**config.mk**
```make
export PLATFORM = sky130hd
export DESIGN_NAME = integerCore
export DESIGN_NICKNAME = d
export VERILOG_FILES = /design/src/hw/isaPkg.sv /design/src/hw/aluPkg.sv /design/src/hw/decode.sv /design/src/hw/execute.sv /design/src/hw/result.sv /design/src/hw/integerCore.sv
export SDC_FILE = /design/constraint.sdc
export NUM_CORES = 1
export LEC_CHECK = 0
export BUFFER_PORTS_ARGS = -buffer_cell sky130_fd_sc_hd__buf_2
export CAP_MARGIN = 40
export CORE_MARGIN = 2
export CORE_UTILIZATION = 47
export DETAILED_ROUTE_END_ITERATION = 10
export PLACE_DENSITY = 0.68
export RECOVER_POWER = 25
export SLEW_MARGIN = 0
export SYNTH_ARGS = -nofsm -noshare
export SYNTH_HDL_FRONTEND = slang
export SYNTH_SLANG_ARGS = --single-unit
```
**constraint.sdc**
```tcl
create_clock -name clk -period 7.6 [get_ports clk]
set_input_delay 0.76 -clock clk [delete_from_list [all_inputs] [get_ports clk]]
set_output_delay 0.76 -clock clk [all_outputs]
set_load 0.01 [all_outputs]
```
**src/hw/isaPkg.sv**
```systemverilog
// 16-bit ISA fields and opcodes; memory, branch, jump and halt encodings are left out on purpose
`default_nettype none
package isaPkg;
   localparam int dataWidth = 16;   // data word width fixed by the ISA
   localparam int regSelWidth = 3;  // eight architectural registers
   localparam int opWidth = 5;      // opcode in bits 15:11
   localparam int fnWidth = 2;      // R-type function in bits 1:0

   typedef struct packed {
      logic [opWidth-1:0] opcode;
      logic [regSelWidth-1:0] rs;   // bits 10:8
      logic [regSelWidth-1:0] rt;   // bits 7:5
      logic [regSelWidth-1:0] rd;   // bits 4:2
      logic [fnWidth-1:0] fn;
   } rFields;

   typedef struct packed {
      logic [opWidth-1:0] opcode;
      logic [regSelWidth-1:0] rs;
      logic [regSelWidth-1:0] rd;   // bits 7:5 here, not 4:2
      logic [4:0] imm5;
   } i1Fields;

   typedef struct packed {
      logic [opWidth-1:0] opcode;
      logic [regSelWidth-1:0] rs;   // also the destination for LBI and SLBI
      logic [7:0] imm8;
   } i2Fields;

   // one instruction word, three readings of it
   typedef union packed {
      rFields rFormat;
      i1Fields i1Format;
      i2Fields i2Format;
   } instrWord;

   localparam logic [opWidth-1:0] opAddi = 5'b01000;
   localparam logic [opWidth-1:0] opSubi = 5'b01001;  // imm - rs
   localparam logic [opWidth-1:0] opXori = 5'b01010;
   localparam logic [opWidth-1:0] opAndni = 5'b01011;
   localparam logic [opWidth-1:0] opSlbi = 5'b10010;
   localparam logic [opWidth-1:0] opRoli = 5'b10100;
   localparam logic [opWidth-1:0] opSlli = 5'b10101;
   localparam logic [opWidth-1:0] opRori = 5'b10110;
   localparam logic [opWidth-1:0] opSrli = 5'b10111;
   localparam logic [opWidth-1:0] opLbi = 5'b11000;
   localparam logic [opWidth-1:0] opBtr = 5'b11001;
   localparam logic [opWidth-1:0] opShift = 5'b11010;  // ROL SLL ROR SRL by fn
   localparam logic [opWidth-1:0] opArith = 5'b11011;  // ADD SUB XOR ANDN by fn
   localparam logic [opWidth-1:0] opSeq = 5'b11100;
   localparam logic [opWidth-1:0] opSlt = 5'b11101;
   localparam logic [opWidth-1:0] opSle = 5'b11110;
   localparam logic [opWidth-1:0] opSco = 5'b11111;

   localparam logic [fnWidth-1:0] fnFirst = 2'b00;
   localparam logic [fnWidth-1:0] fnSecond = 2'b01;
   localparam logic [fnWidth-1:0] fnThird = 2'b10;
   localparam logic [fnWidth-1:0] fnFourth = 2'b11;
endpackage
`default_nettype wire

```
**src/hw/aluPkg.sv**
```systemverilog
// execute-stage operation and set-compare codes; values match the reference decoder encoding
`default_nettype none
package aluPkg;
   localparam int aluOpWidth = 3;
   localparam int setWidth = 3;

   // shifts and rotates sit in the low half, adder and logic in the upper half
   localparam logic [aluOpWidth-1:0] opRol = 3'b000;
   localparam logic [aluOpWidth-1:0] opSll = 3'b001;
   localparam logic [aluOpWidth-1:0] opRor = 3'b010;
   localparam logic [aluOpWidth-1:0] opSrl = 3'b011;
   localparam logic [aluOpWidth-1:0] opAdd = 3'b100;  // also SUB with invA
   localparam logic [aluOpWidth-1:0] opAnd = 3'b101;  // ANDN with invB
   localparam logic [aluOpWidth-1:0] opOr = 3'b110;   // only SLBI
   localparam logic [aluOpWidth-1:0] opXor = 3'b111;

   // msb set means a compare result replaces the alu result
   localparam logic [setWidth-1:0] setNone = 3'b000;
   localparam logic [setWidth-1:0] setEq = 3'b100;
   localparam logic [setWidth-1:0] setLt = 3'b101;   // signed
   localparam logic [setWidth-1:0] setLe = 3'b110;   // signed
   localparam logic [setWidth-1:0] setCarry = 3'b111;
endpackage
`default_nettype wire

```
**src/hw/decode.sv**
```systemverilog
// decode stage, one instruction per cycle; unsupported opcodes leave exValid low and write nothing
`default_nettype none
module decode (
   input wire clk,
   input wire reset,
   input wire instrValid,                                 // one-cycle strobe
   input wire isaPkg::instrWord instr,
   input wire [isaPkg::dataWidth-1:0] rsData,             // async register file reads
   input wire [isaPkg::dataWidth-1:0] rtData,
   output logic [isaPkg::regSelWidth-1:0] rsSel,
   output logic [isaPkg::regSelWidth-1:0] rtSel,
   output logic exValid,
   output logic [aluPkg::aluOpWidth-1:0] exAluOp,
   output logic exInvA,
   output logic exInvB,
   output logic [aluPkg::setWidth-1:0] exSetCtrl,
   output logic exUseImm,
   output logic [isaPkg::dataWidth-1:0] exImm,
   output logic exLoadImm,
   output logic exShiftByte,
   output logic exBitReverse,
   output logic [isaPkg::regSelWidth-1:0] exRsSel,
   output logic [isaPkg::regSelWidth-1:0] exRtSel,
   output logic [isaPkg::dataWidth-1:0] exRsData,
   output logic [isaPkg::dataWidth-1:0] exRtData,
   output logic [isaPkg::regSelWidth-1:0] exDestReg
);
   logic [aluPkg::aluOpWidth-1:0] aluOp;
   logic [aluPkg::setWidth-1:0] setCtrl;
   logic invA, invB, useImm, zeroExt, useImm8;
   logic loadImm, shiftByte, bitReverse, supported;
   logic [isaPkg::regSelWidth-1:0] destReg;
   logic [isaPkg::dataWidth-1:0] imm5Ext, imm8Ext;

   assign rsSel = instr.rFormat.rs;  // bits 10:8 in every format
   assign rtSel = instr.rFormat.rt;  // bits 7:5, ignored by I-format ops

   always_comb begin
      aluOp = aluPkg::opRol;
      setCtrl = aluPkg::setNone;
      invA = 1'b0;
      invB = 1'b0;
      useImm = 1'b0;
      zeroExt = 1'b0;                 // sign extend unless told otherwise
      useImm8 = 1'b0;
      loadImm = 1'b0;
      shiftByte = 1'b0;
      bitReverse = 1'b0;
      supported = 1'b1;
      destReg = instr.rFormat.rd;     // R-type writes bits 4:2
      case (instr.rFormat.opcode)
         isaPkg::opAddi, isaPkg::opSubi, isaPkg::opXori, isaPkg::opAndni,
         isaPkg::opRoli, isaPkg::opSlli, isaPkg::opRori, isaPkg::opSrli: begin
            destReg = instr.i1Format.rd;  // I-1 writes bits 7:5
            useImm = 1'b1;
            case (instr.rFormat.opcode)
               isaPkg::opAddi: aluOp = aluPkg::opAdd;
               isaPkg::opSubi: begin
                  aluOp = aluPkg::opAdd;
                  invA = 1'b1;                // imm - rs
               end
               isaPkg::opXori: begin
                  aluOp = aluPkg::opXor;
                  zeroExt = 1'b1;
               end
               isaPkg::opAndni: begin
                  aluOp = aluPkg::opAnd;
                  zeroExt = 1'b1;
                  invB = 1'b1;                // rs & ~imm
               end
               isaPkg::opRoli: aluOp = aluPkg::opRol;
               isaPkg::opSlli: aluOp = aluPkg::opSll;
               isaPkg::opRori: aluOp = aluPkg::opRor;
               default: aluOp = aluPkg::opSrl;  // SRLI
            endcase
         end
         isaPkg::opLbi: begin
            destReg = instr.i2Format.rs;
            useImm8 = 1'b1;
            loadImm = 1'b1;                   // sign-extended imm8 straight through
         end
         isaPkg::opSlbi: begin
            destReg = instr.i2Format.rs;
            useImm8 = 1'b1;
            zeroExt = 1'b1;
            useImm = 1'b1;
            shiftByte = 1'b1;                 // (rs << 8) | imm
            aluOp = aluPkg::opOr;
         end
         isaPkg::opBtr: bitReverse = 1'b1;
         isaPkg::opArith: begin
            case (instr.rFormat.fn)
               isaPkg::fnFirst: aluOp = aluPkg::opAdd;
               isaPkg::fnSecond: begin
                  aluOp = aluPkg::opAdd;
                  invA = 1'b1;                // rt - rs
               end
               isaPkg::fnThird: aluOp = aluPkg::opXor;
               isaPkg::fnFourth: begin
                  aluOp = aluPkg::opAnd;
                  invB = 1'b1;
               end
            endcase
         end
         isaPkg::opShift: begin
            case (instr.rFormat.fn)
               isaPkg::fnFirst: aluOp = aluPkg::opRol;
               isaPkg::fnSecond: aluOp = aluPkg::opSll;
               isaPkg::fnThird: aluOp = aluPkg::opRor;
               isaPkg::fnFourth: aluOp = aluPkg::opSrl;
            endcase
         end
         isaPkg::opSeq: setCtrl = aluPkg::setEq;
         isaPkg::opSlt: setCtrl = aluPkg::setLt;
         isaPkg::opSle: setCtrl = aluPkg::setLe;
         isaPkg::opSco: setCtrl = aluPkg::setCarry;
         default: supported = 1'b0;           // memory, branch, jump, halt, unknown
      endcase
   end

   assign imm5Ext = zeroExt ? {{(isaPkg::dataWidth-5){1'b0}}, instr.i1Format.imm5}
                            : {{(isaPkg::dataWidth-5){instr.i1Format.imm5[4]}}, instr.i1Format.imm5};
   assign imm8Ext = zeroExt ? {{(isaPkg::dataWidth-8){1'b0}}, instr.i2Format.imm8}
                            : {{(isaPkg::dataWidth-8){instr.i2Format.imm8[7]}}, instr.i2Format.imm8};

   always_ff @(posedge clk) begin
      if (reset) begin
         exValid <= 1'b0;
      end else begin
         exValid <= instrValid && supported;  // dropped ops never reach write back
      end
   end

   always_ff @(posedge clk) begin
      exAluOp <= aluOp;
      exInvA <= invA;
      exInvB <= invB;
      exSetCtrl <= setCtrl;
      exUseImm <= useImm;
      exImm <= useImm8 ? imm8Ext : imm5Ext;
      exLoadImm <= loadImm;
      exShiftByte <= shiftByte;
      exBitReverse <= bitReverse;
      exRsSel <= rsSel;                       // kept for forwarding compare
      exRtSel <= rtSel;
      exRsData <= rsData;                     // may be stale by one instruction
      exRtData <= rtData;
      exDestReg <= destReg;
   end
endmodule
`default_nettype wire

```
**src/hw/execute.sv**
```systemverilog
// combinational execute; forwards only from the retire register, older results come from the register file
`default_nettype none
module execute (
   input wire exValid,
   input wire [aluPkg::aluOpWidth-1:0] exAluOp,
   input wire exInvA,
   input wire exInvB,
   input wire [aluPkg::setWidth-1:0] exSetCtrl,
   input wire exUseImm,
   input wire [isaPkg::dataWidth-1:0] exImm,
   input wire exLoadImm,
   input wire exShiftByte,
   input wire exBitReverse,
   input wire [isaPkg::regSelWidth-1:0] exRsSel,
   input wire [isaPkg::regSelWidth-1:0] exRtSel,
   input wire [isaPkg::dataWidth-1:0] exRsData,
   input wire [isaPkg::dataWidth-1:0] exRtData,
   input wire [isaPkg::regSelWidth-1:0] exDestReg,
   input wire retireValid,
   input wire [isaPkg::regSelWidth-1:0] retireReg,
   input wire [isaPkg::dataWidth-1:0] retireData,
   output logic wbValid,
   output logic [isaPkg::regSelWidth-1:0] wbReg,
   output logic [isaPkg::dataWidth-1:0] wbData
);
   localparam int dw = isaPkg::dataWidth;

   logic [dw-1:0] rsVal, rtVal, opA, opB, sum, reversed, aluOut;
   logic [2*dw-1:0] rolWide, rorWide;
   logic [dw:0] carrySum;
   logic [3:0] amount;
   logic setBit;

   // previous instruction is still in flight to the register file
   assign rsVal = (retireValid && retireReg == exRsSel) ? retireData : exRsData;
   assign rtVal = (retireValid && retireReg == exRtSel) ? retireData : exRtData;

   assign opA = exInvA ? ~(exShiftByte ? {rsVal[7:0], 8'h00} : rsVal)
                       : (exShiftByte ? {rsVal[7:0], 8'h00} : rsVal);
   assign opB = exInvB ? ~(exUseImm ? exImm : rtVal) : (exUseImm ? exImm : rtVal);
   assign sum = opA + opB + {{(dw-1){1'b0}}, exInvA};  // ~a + b + 1 gives b - a

   assign amount = opB[3:0];               // shift counts use low four bits only
   assign rolWide = {opA, opA} << amount;
   assign rorWide = {opA, opA} >> amount;

   always_comb begin
      case (exAluOp)
         aluPkg::opRol: aluOut = rolWide[2*dw-1:dw];
         aluPkg::opSll: aluOut = opA << amount;
         aluPkg::opRor: aluOut = rorWide[dw-1:0];
         aluPkg::opSrl: aluOut = opA >> amount;
         aluPkg::opAdd: aluOut = sum;
         aluPkg::opAnd: aluOut = opA & opB;
         aluPkg::opOr: aluOut = opA | opB;
         default: aluOut = opA ^ opB;        // opXor
      endcase
   end

   always_comb begin
      for (int i = 0; i < dw; i++) begin
         reversed[i] = rsVal[dw-1-i];
      end
   end

   assign carrySum = {1'b0, rsVal} + {1'b0, rtVal};

   always_comb begin
      case (exSetCtrl)
         aluPkg::setEq: setBit = (rsVal == rtVal);
         aluPkg::setLt: setBit = ($signed(rsVal) < $signed(rtVal));
         aluPkg::setLe: setBit = ($signed(rsVal) <= $signed(rtVal));
         aluPkg::setCarry: setBit = carrySum[dw];   // unsigned carry out
         default: setBit = 1'b0;
      endcase
   end

   always_comb begin
      if (exLoadImm) begin
         wbData = exImm;                     // LBI
      end else if (exBitReverse) begin
         wbData = reversed;
      end else if (exSetCtrl != aluPkg::setNone) begin
         wbData = {{(dw-1){1'b0}}, setBit};
      end else begin
         wbData = aluOut;
      end
   end

   assign wbValid = exValid;
   assign wbReg = exDestReg;
endmodule
`default_nettype wire

```
**src/hw/result.sv**
```systemverilog
// register file and retire register; reads are asynchronous, a write shows up only after the clock edge
`default_nettype none
module result (
   input wire clk,
   input wire reset,
   input wire wbValid,
   input wire [isaPkg::regSelWidth-1:0] wbReg,
   input wire [isaPkg::dataWidth-1:0] wbData,
   input wire [isaPkg::regSelWidth-1:0] rsSel,
   input wire [isaPkg::regSelWidth-1:0] rtSel,
   output logic [isaPkg::dataWidth-1:0] rsData,
   output logic [isaPkg::dataWidth-1:0] rtData,
   output logic retireValid,
   output logic [isaPkg::regSelWidth-1:0] retireReg,
   output logic [isaPkg::dataWidth-1:0] retireData
);
   localparam int numRegs = 1 << isaPkg::regSelWidth;

   logic [isaPkg::dataWidth-1:0] regs [numRegs];

   always_ff @(posedge clk) begin
      if (reset) begin
         for (int i = 0; i < numRegs; i++) begin
            regs[i] <= '0;                   // all registers start at zero
         end
         retireValid <= 1'b0;
      end else begin
         retireValid <= wbValid;             // one-cycle pulse per instruction
         if (wbValid) begin
            regs[wbReg] <= wbData;
         end
      end
   end

   // retire port doubles as the forwarding source for execute
   always_ff @(posedge clk) begin
      if (wbValid) begin
         retireReg <= wbReg;
         retireData <= wbData;
      end
   end

   assign rsData = regs[rsSel];
   assign rtData = regs[rtSel];
endmodule
`default_nettype wire

```
**src/hw/integerCore.sv**
```systemverilog
// integer core top; fixed two-edge latency, no stalls, no back-pressure on instrValid
`default_nettype none
module integerCore (
   input wire clk,
   input wire reset,
   input wire instrValid,
   input wire [isaPkg::dataWidth-1:0] instr,
   output logic retireValid,
   output logic [isaPkg::regSelWidth-1:0] retireReg,
   output logic [isaPkg::dataWidth-1:0] retireData
);
   logic [isaPkg::regSelWidth-1:0] rsSel, rtSel, exRsSel, exRtSel, exDestReg, wbReg;
   logic [isaPkg::dataWidth-1:0] rsData, rtData, exRsData, exRtData, exImm, wbData;
   logic [aluPkg::aluOpWidth-1:0] exAluOp;
   logic [aluPkg::setWidth-1:0] exSetCtrl;
   logic exValid, exInvA, exInvB, exUseImm, exLoadImm, exShiftByte, exBitReverse;
   logic wbValid;

   decode decode0 (
      .clk(clk), .reset(reset), .instrValid(instrValid), .instr(instr),
      .rsData(rsData), .rtData(rtData), .rsSel(rsSel), .rtSel(rtSel),
      .exValid(exValid), .exAluOp(exAluOp), .exInvA(exInvA), .exInvB(exInvB),
      .exSetCtrl(exSetCtrl), .exUseImm(exUseImm), .exImm(exImm), .exLoadImm(exLoadImm),
      .exShiftByte(exShiftByte), .exBitReverse(exBitReverse), .exRsSel(exRsSel),
      .exRtSel(exRtSel), .exRsData(exRsData), .exRtData(exRtData), .exDestReg(exDestReg)
   );

   execute execute0 (
      .exValid(exValid), .exAluOp(exAluOp), .exInvA(exInvA), .exInvB(exInvB),
      .exSetCtrl(exSetCtrl), .exUseImm(exUseImm), .exImm(exImm), .exLoadImm(exLoadImm),
      .exShiftByte(exShiftByte), .exBitReverse(exBitReverse), .exRsSel(exRsSel),
      .exRtSel(exRtSel), .exRsData(exRsData), .exRtData(exRtData), .exDestReg(exDestReg),
      .retireValid(retireValid), .retireReg(retireReg), .retireData(retireData),
      .wbValid(wbValid), .wbReg(wbReg), .wbData(wbData)
   );

   result result0 (
      .clk(clk), .reset(reset), .wbValid(wbValid), .wbReg(wbReg), .wbData(wbData),
      .rsSel(rsSel), .rtSel(rtSel), .rsData(rsData), .rtData(rtData),
      .retireValid(retireValid), .retireReg(retireReg), .retireData(retireData)
   );
endmodule
`default_nettype wire

```
==> flow_metrics.env <==
export IMPL_finalCritPeriodShare_pct=76.1
export IMPL_cts_setup_buffers=0
export IMPL_reg2reg_depth=17
export IMPL_worst_slew_pin_slew_ns=3.13
export IMPL_grt_pass1_wl_um=80300
export IMPL_cp_required_ns=7.84
export IMPL_drcViolationCount=0
export IMPL_numCtsBuffers=23
export IMPL_maxCapViolCount=4
export IMPL_hold_buffers=0
export IMPL_multi_input_area_sq_um=9130
export IMPL_hold_viol_final=0
export IMPL_synthArstFlopShare_pct=0
export IMPL_hold_path_depth=1
export IMPL_drt_antenna_violating_nets=0
export IMPL_gp_congestion=1.01
export IMPL_setup_viol=0
export IMPL_grt_remaining_overflow=0
export IMPL_dr_total_vias=12926
export IMPL_seq_area_sq_um=5700
export IMPL_cp_arrival_ns=6.02
export IMPL_fmax_mhz=173
export IMPL_synth_net_count=1577
export IMPL_finalNetCount=1583
export IMPL_antenna_found_initial=1
export IMPL_place_ws_ns=2.02
export IMPL_cts_clk_slew_worst_paths_ns=0.07
export IMPL_routed_wl_um=54300
export IMPL_dp_hpwl_um=41200
export IMPL_layout_cells_most_common_list="edfxtp_1 (147), nand2_1 (142), nor2_1 (110), mux2i_1 (81), a21oi_1 (74)"
export IMPL_yosysUniqueCellTypes=102
export IMPL_rsz0062_at_grt="false"
export IMPL_fin_ws_ns=1.82
export IMPL_yosys_area_top_type="edfxtp_1"
export IMPL_syn2layout_area_growth_pct=8.95
export IMPL_final_max_slew_violation_count=110
export IMPL_pin_count=39
export IMPL_path_class="reg2reg"
export IMPL_yosys_warnings=0
export IMPL_synthCells=1492
export IMPL_cts_sinks=211
export IMPL_leakagePower_nw=6.54
export IMPL_dpl_cell_area_sq_um=16200
export IMPL_initial_core_util_pct=47.7
export IMPL_fin_worst_skew_ns=0.0411
export IMPL_end_kind="register"
export IMPL_mappedNetlistArea_sq_um=15500
export IMPL_root_buffer="clkbuf_16"
export IMPL_worstReg2RegStart="decode0.exInvB"
export IMPL_p_per_area_nw_per_um2=224
export IMPL_violations="max-capacitance violations, max-slew violations"
export IMPL_final_area_sq_um=16900
export IMPL_wl_per_cell_um=27.8
export IMPL_rows=66
export IMPL_hp_class="in2reg"
export IMPL_worst_r2r_endpoint="result0.regs[5][10]"
export IMPL_tns_ns=0
export IMPL_via_per_inst=6.60
export IMPL_fill_cells=2960
export IMPL_synth_edf_count=147
export IMPL_synth_area_top_cells="edfxtp_1 (29%), mux4_2 (9.6%), dfxtp_1 (8.3%)"
export IMPL_ff2ff_setup_slack_ns=1.82
export IMPL_grt_pass1_vias=12304
export IMPL_htree_levels=1
export IMPL_final_common_cell="edfxtp_1"
export IMPL_dieArea_sq_um=34400
export IMPL_gr_usage_all_layers_pct=31.9
export IMPL_startpoint_type="register"
export IMPL_synth_top_area_share_pct=28.5
export IMPL_status="complete, but fails checks"
export IMPL_die_width_um=186
export IMPL_ys_flop_type="edfxtp_1"
export IMPL_hold_path_startpoint="instr[3]"
export IMPL_max_slew_margin_pct=-109
export IMPL_fp_coreArea_sq_um=32500
export IMPL_ys_ff_latch=211
export IMPL_irDropWorstVdd_uv=144
export IMPL_syn_area_per_cell_sq_um=10.4
export IMPL_cts_tree="built"
export IMPL_layout_drive_gt1_share_pct=17.2
export IMPL_io_buffers=38
export IMPL_grt_max_degree=42
export IMPL_post_cts_resized=0
export IMPL_drt_iter0_drc=1862
export IMPL_ys_seq_area_share_pct=36.8
export IMPL_min_to="decode0.exImm[3]"
export IMPL_fin_crit_ns=5.78
export IMPL_drtPass1Iterations=6
export IMPL_dieHeight_um=186
export IMPL_clk_latency_ns=0.55
export IMPL_clockBufferDepth=3
export IMPL_crit_path_max_fanout=31
worst max path at each step:
stage,start,to,slack [ns],cells after the start
floorplan,result0.retireReg[2],result0.regs[0][10],2.83,19
global placement,decode0.exInvB,result0.regs[1][10],2.13,17
detailed placement,decode0.exInvB,result0.regs[5][10],2.02,17
CTS,decode0.exInvB,result0.regs[5][10],1.98,17
global route,decode0.exInvB,result0.regs[0][10],1.48,17
finish,decode0.exInvB,result0.regs[5][10],1.82,17
cells by family (layout without fill, tap and decap cells):
group                    after synthesis  count (layout)  share of synthesized area (%)
AND/OR/NAND/NOR                      472             472                           14.9
adder cells (fa/ha/maj)               66              66                           5.38
XOR/XNOR                              42              42                           2.52
multiplexers                         201             201                           19.1
flip-flops                           211             211                           36.8
other                                  0               1                              0
AO/OA/AOI/OAI                        338             338                           17.0
buffers and inverters                162             185                           4.37
stage by stage:
| step | power (mW) | instances | hold slack (ns) | util (%) |
|---|---|---|---|---|
| global route | 3.90 | 1957 | 0.335 | 52.0 |
| floorplan | 2.26 | 1492 | 0.406 | - |
| global placement | 2.64 | 1902 | 0.584 | 49.2 |
| detailed placement | 2.66 | 1915 | 0.598 | 49.9 |
| finish | 3.78 | 1958 | 0.341 | 52.0 |
| CTS | 3.74 | 1957 | 0.338 | 52.1 |
sequential cells by signal, indices dropped and copies added, names as in the netlist:
| name | flops |
|---|---|
| decode0.exAluOp | 3 |
| decode0.exBitReverse | 1 |
| decode0.exDestReg | 3 |
| decode0.exImm | 9 |
| decode0.exInvA | 1 |
| decode0.exInvB | 1 |
| decode0.exLoadImm | 1 |
| decode0.exRsData | 16 |
| decode0.exRsSel | 3 |
| decode0.exRtData | 16 |
| decode0.exRtSel | 3 |
| decode0.exSetCtrl | 3 |
| decode0.exShiftByte | 1 |
| decode0.exUseImm | 1 |
| decode0.exValid | 1 |
| result0.regs | 128 |
| result0.retireData | 16 |
| result0.retireReg | 3 |
| result0.retireValid | 1 |
per-layer routing:
layer	GRT usage, %	wire (um)	vias up
li1	-	-	5620
met1	44.8	22500	6414
met2	51.1	24800	756
met3	4.17	4900	136
met4	10.7	2180	0
met5	0	0	-
critical path: stages (launching register included):
cell and delay, ns:
dfxtp_1 0.82, inv_1 0.51, nor3_1 0.29, a211oi_1 0.12
nand2_1 0.09, buf_4 0.41, inv_1 0.44, fa_1 0.53
nor2b_1 0.13, o21ai_0 0.11, a21oi_1 0.23, o21ai_0 0.22
a21o_1 0.27, nand2_1 0.09, mux2i_1 0.18, o21ai_0 0.18
a2111oi_4 0.66, nor3_1 0.16
area by class of cell:
class                   instances  area share [%]
multi-input cells            1119            54.1
clock buffers                  28            3.64
repair buffers                 67            2.83
flip-flops and latches        211            33.8
inverters                      76            1.72
well taps                     442            3.28
clock inverters                14           0.660
diodes                          1          0.0148
cell usage after synthesis (all sizes together), types with 6 or more instances:
| cell type | instances |
|---|---|
| nor2 | 110 |
| o21bai | 9 |
| nor4 | 7 |
| nand2 | 143 |
| dfxtp | 64 |
| o211ai | 8 |
| edfxtp | 147 |
| o31ai | 11 |
| nor3b | 9 |
| ha | 65 |
| a41oi | 8 |
| a211o | 8 |
| and3 | 14 |
| a21oi | 85 |
| a211oi | 22 |
| a22oi | 22 |
| o21a | 14 |
| o21ai | 51 |
| xnor2 | 36 |
| clkbuf | 53 |
| buf | 33 |
| nor2b | 12 |
| inv | 75 |
| or3 | 8 |
| xor2 | 6 |
| a21boi | 6 |
| mux2i | 87 |
| mux4 | 66 |
| a22o | 8 |
| a21o | 15 |
| a221oi | 12 |
| o221ai | 8 |
| o22ai | 8 |
| mux2 | 48 |
| and2 | 39 |
| nand2b | 26 |
| nand3 | 19 |
| nor3 | 63 |
power by group:
group / total, mW / leakage (nW) / internal (mW) / switching (mW)
logic: 1.31 / 4.15 / 0.466 / 0.847
registers: 1.37 / 2.03 / 1.30 / 0.0716
clock network: 1.09 / 0.360 / 0.614 / 0.481
(Power assumes the default switching activity.)
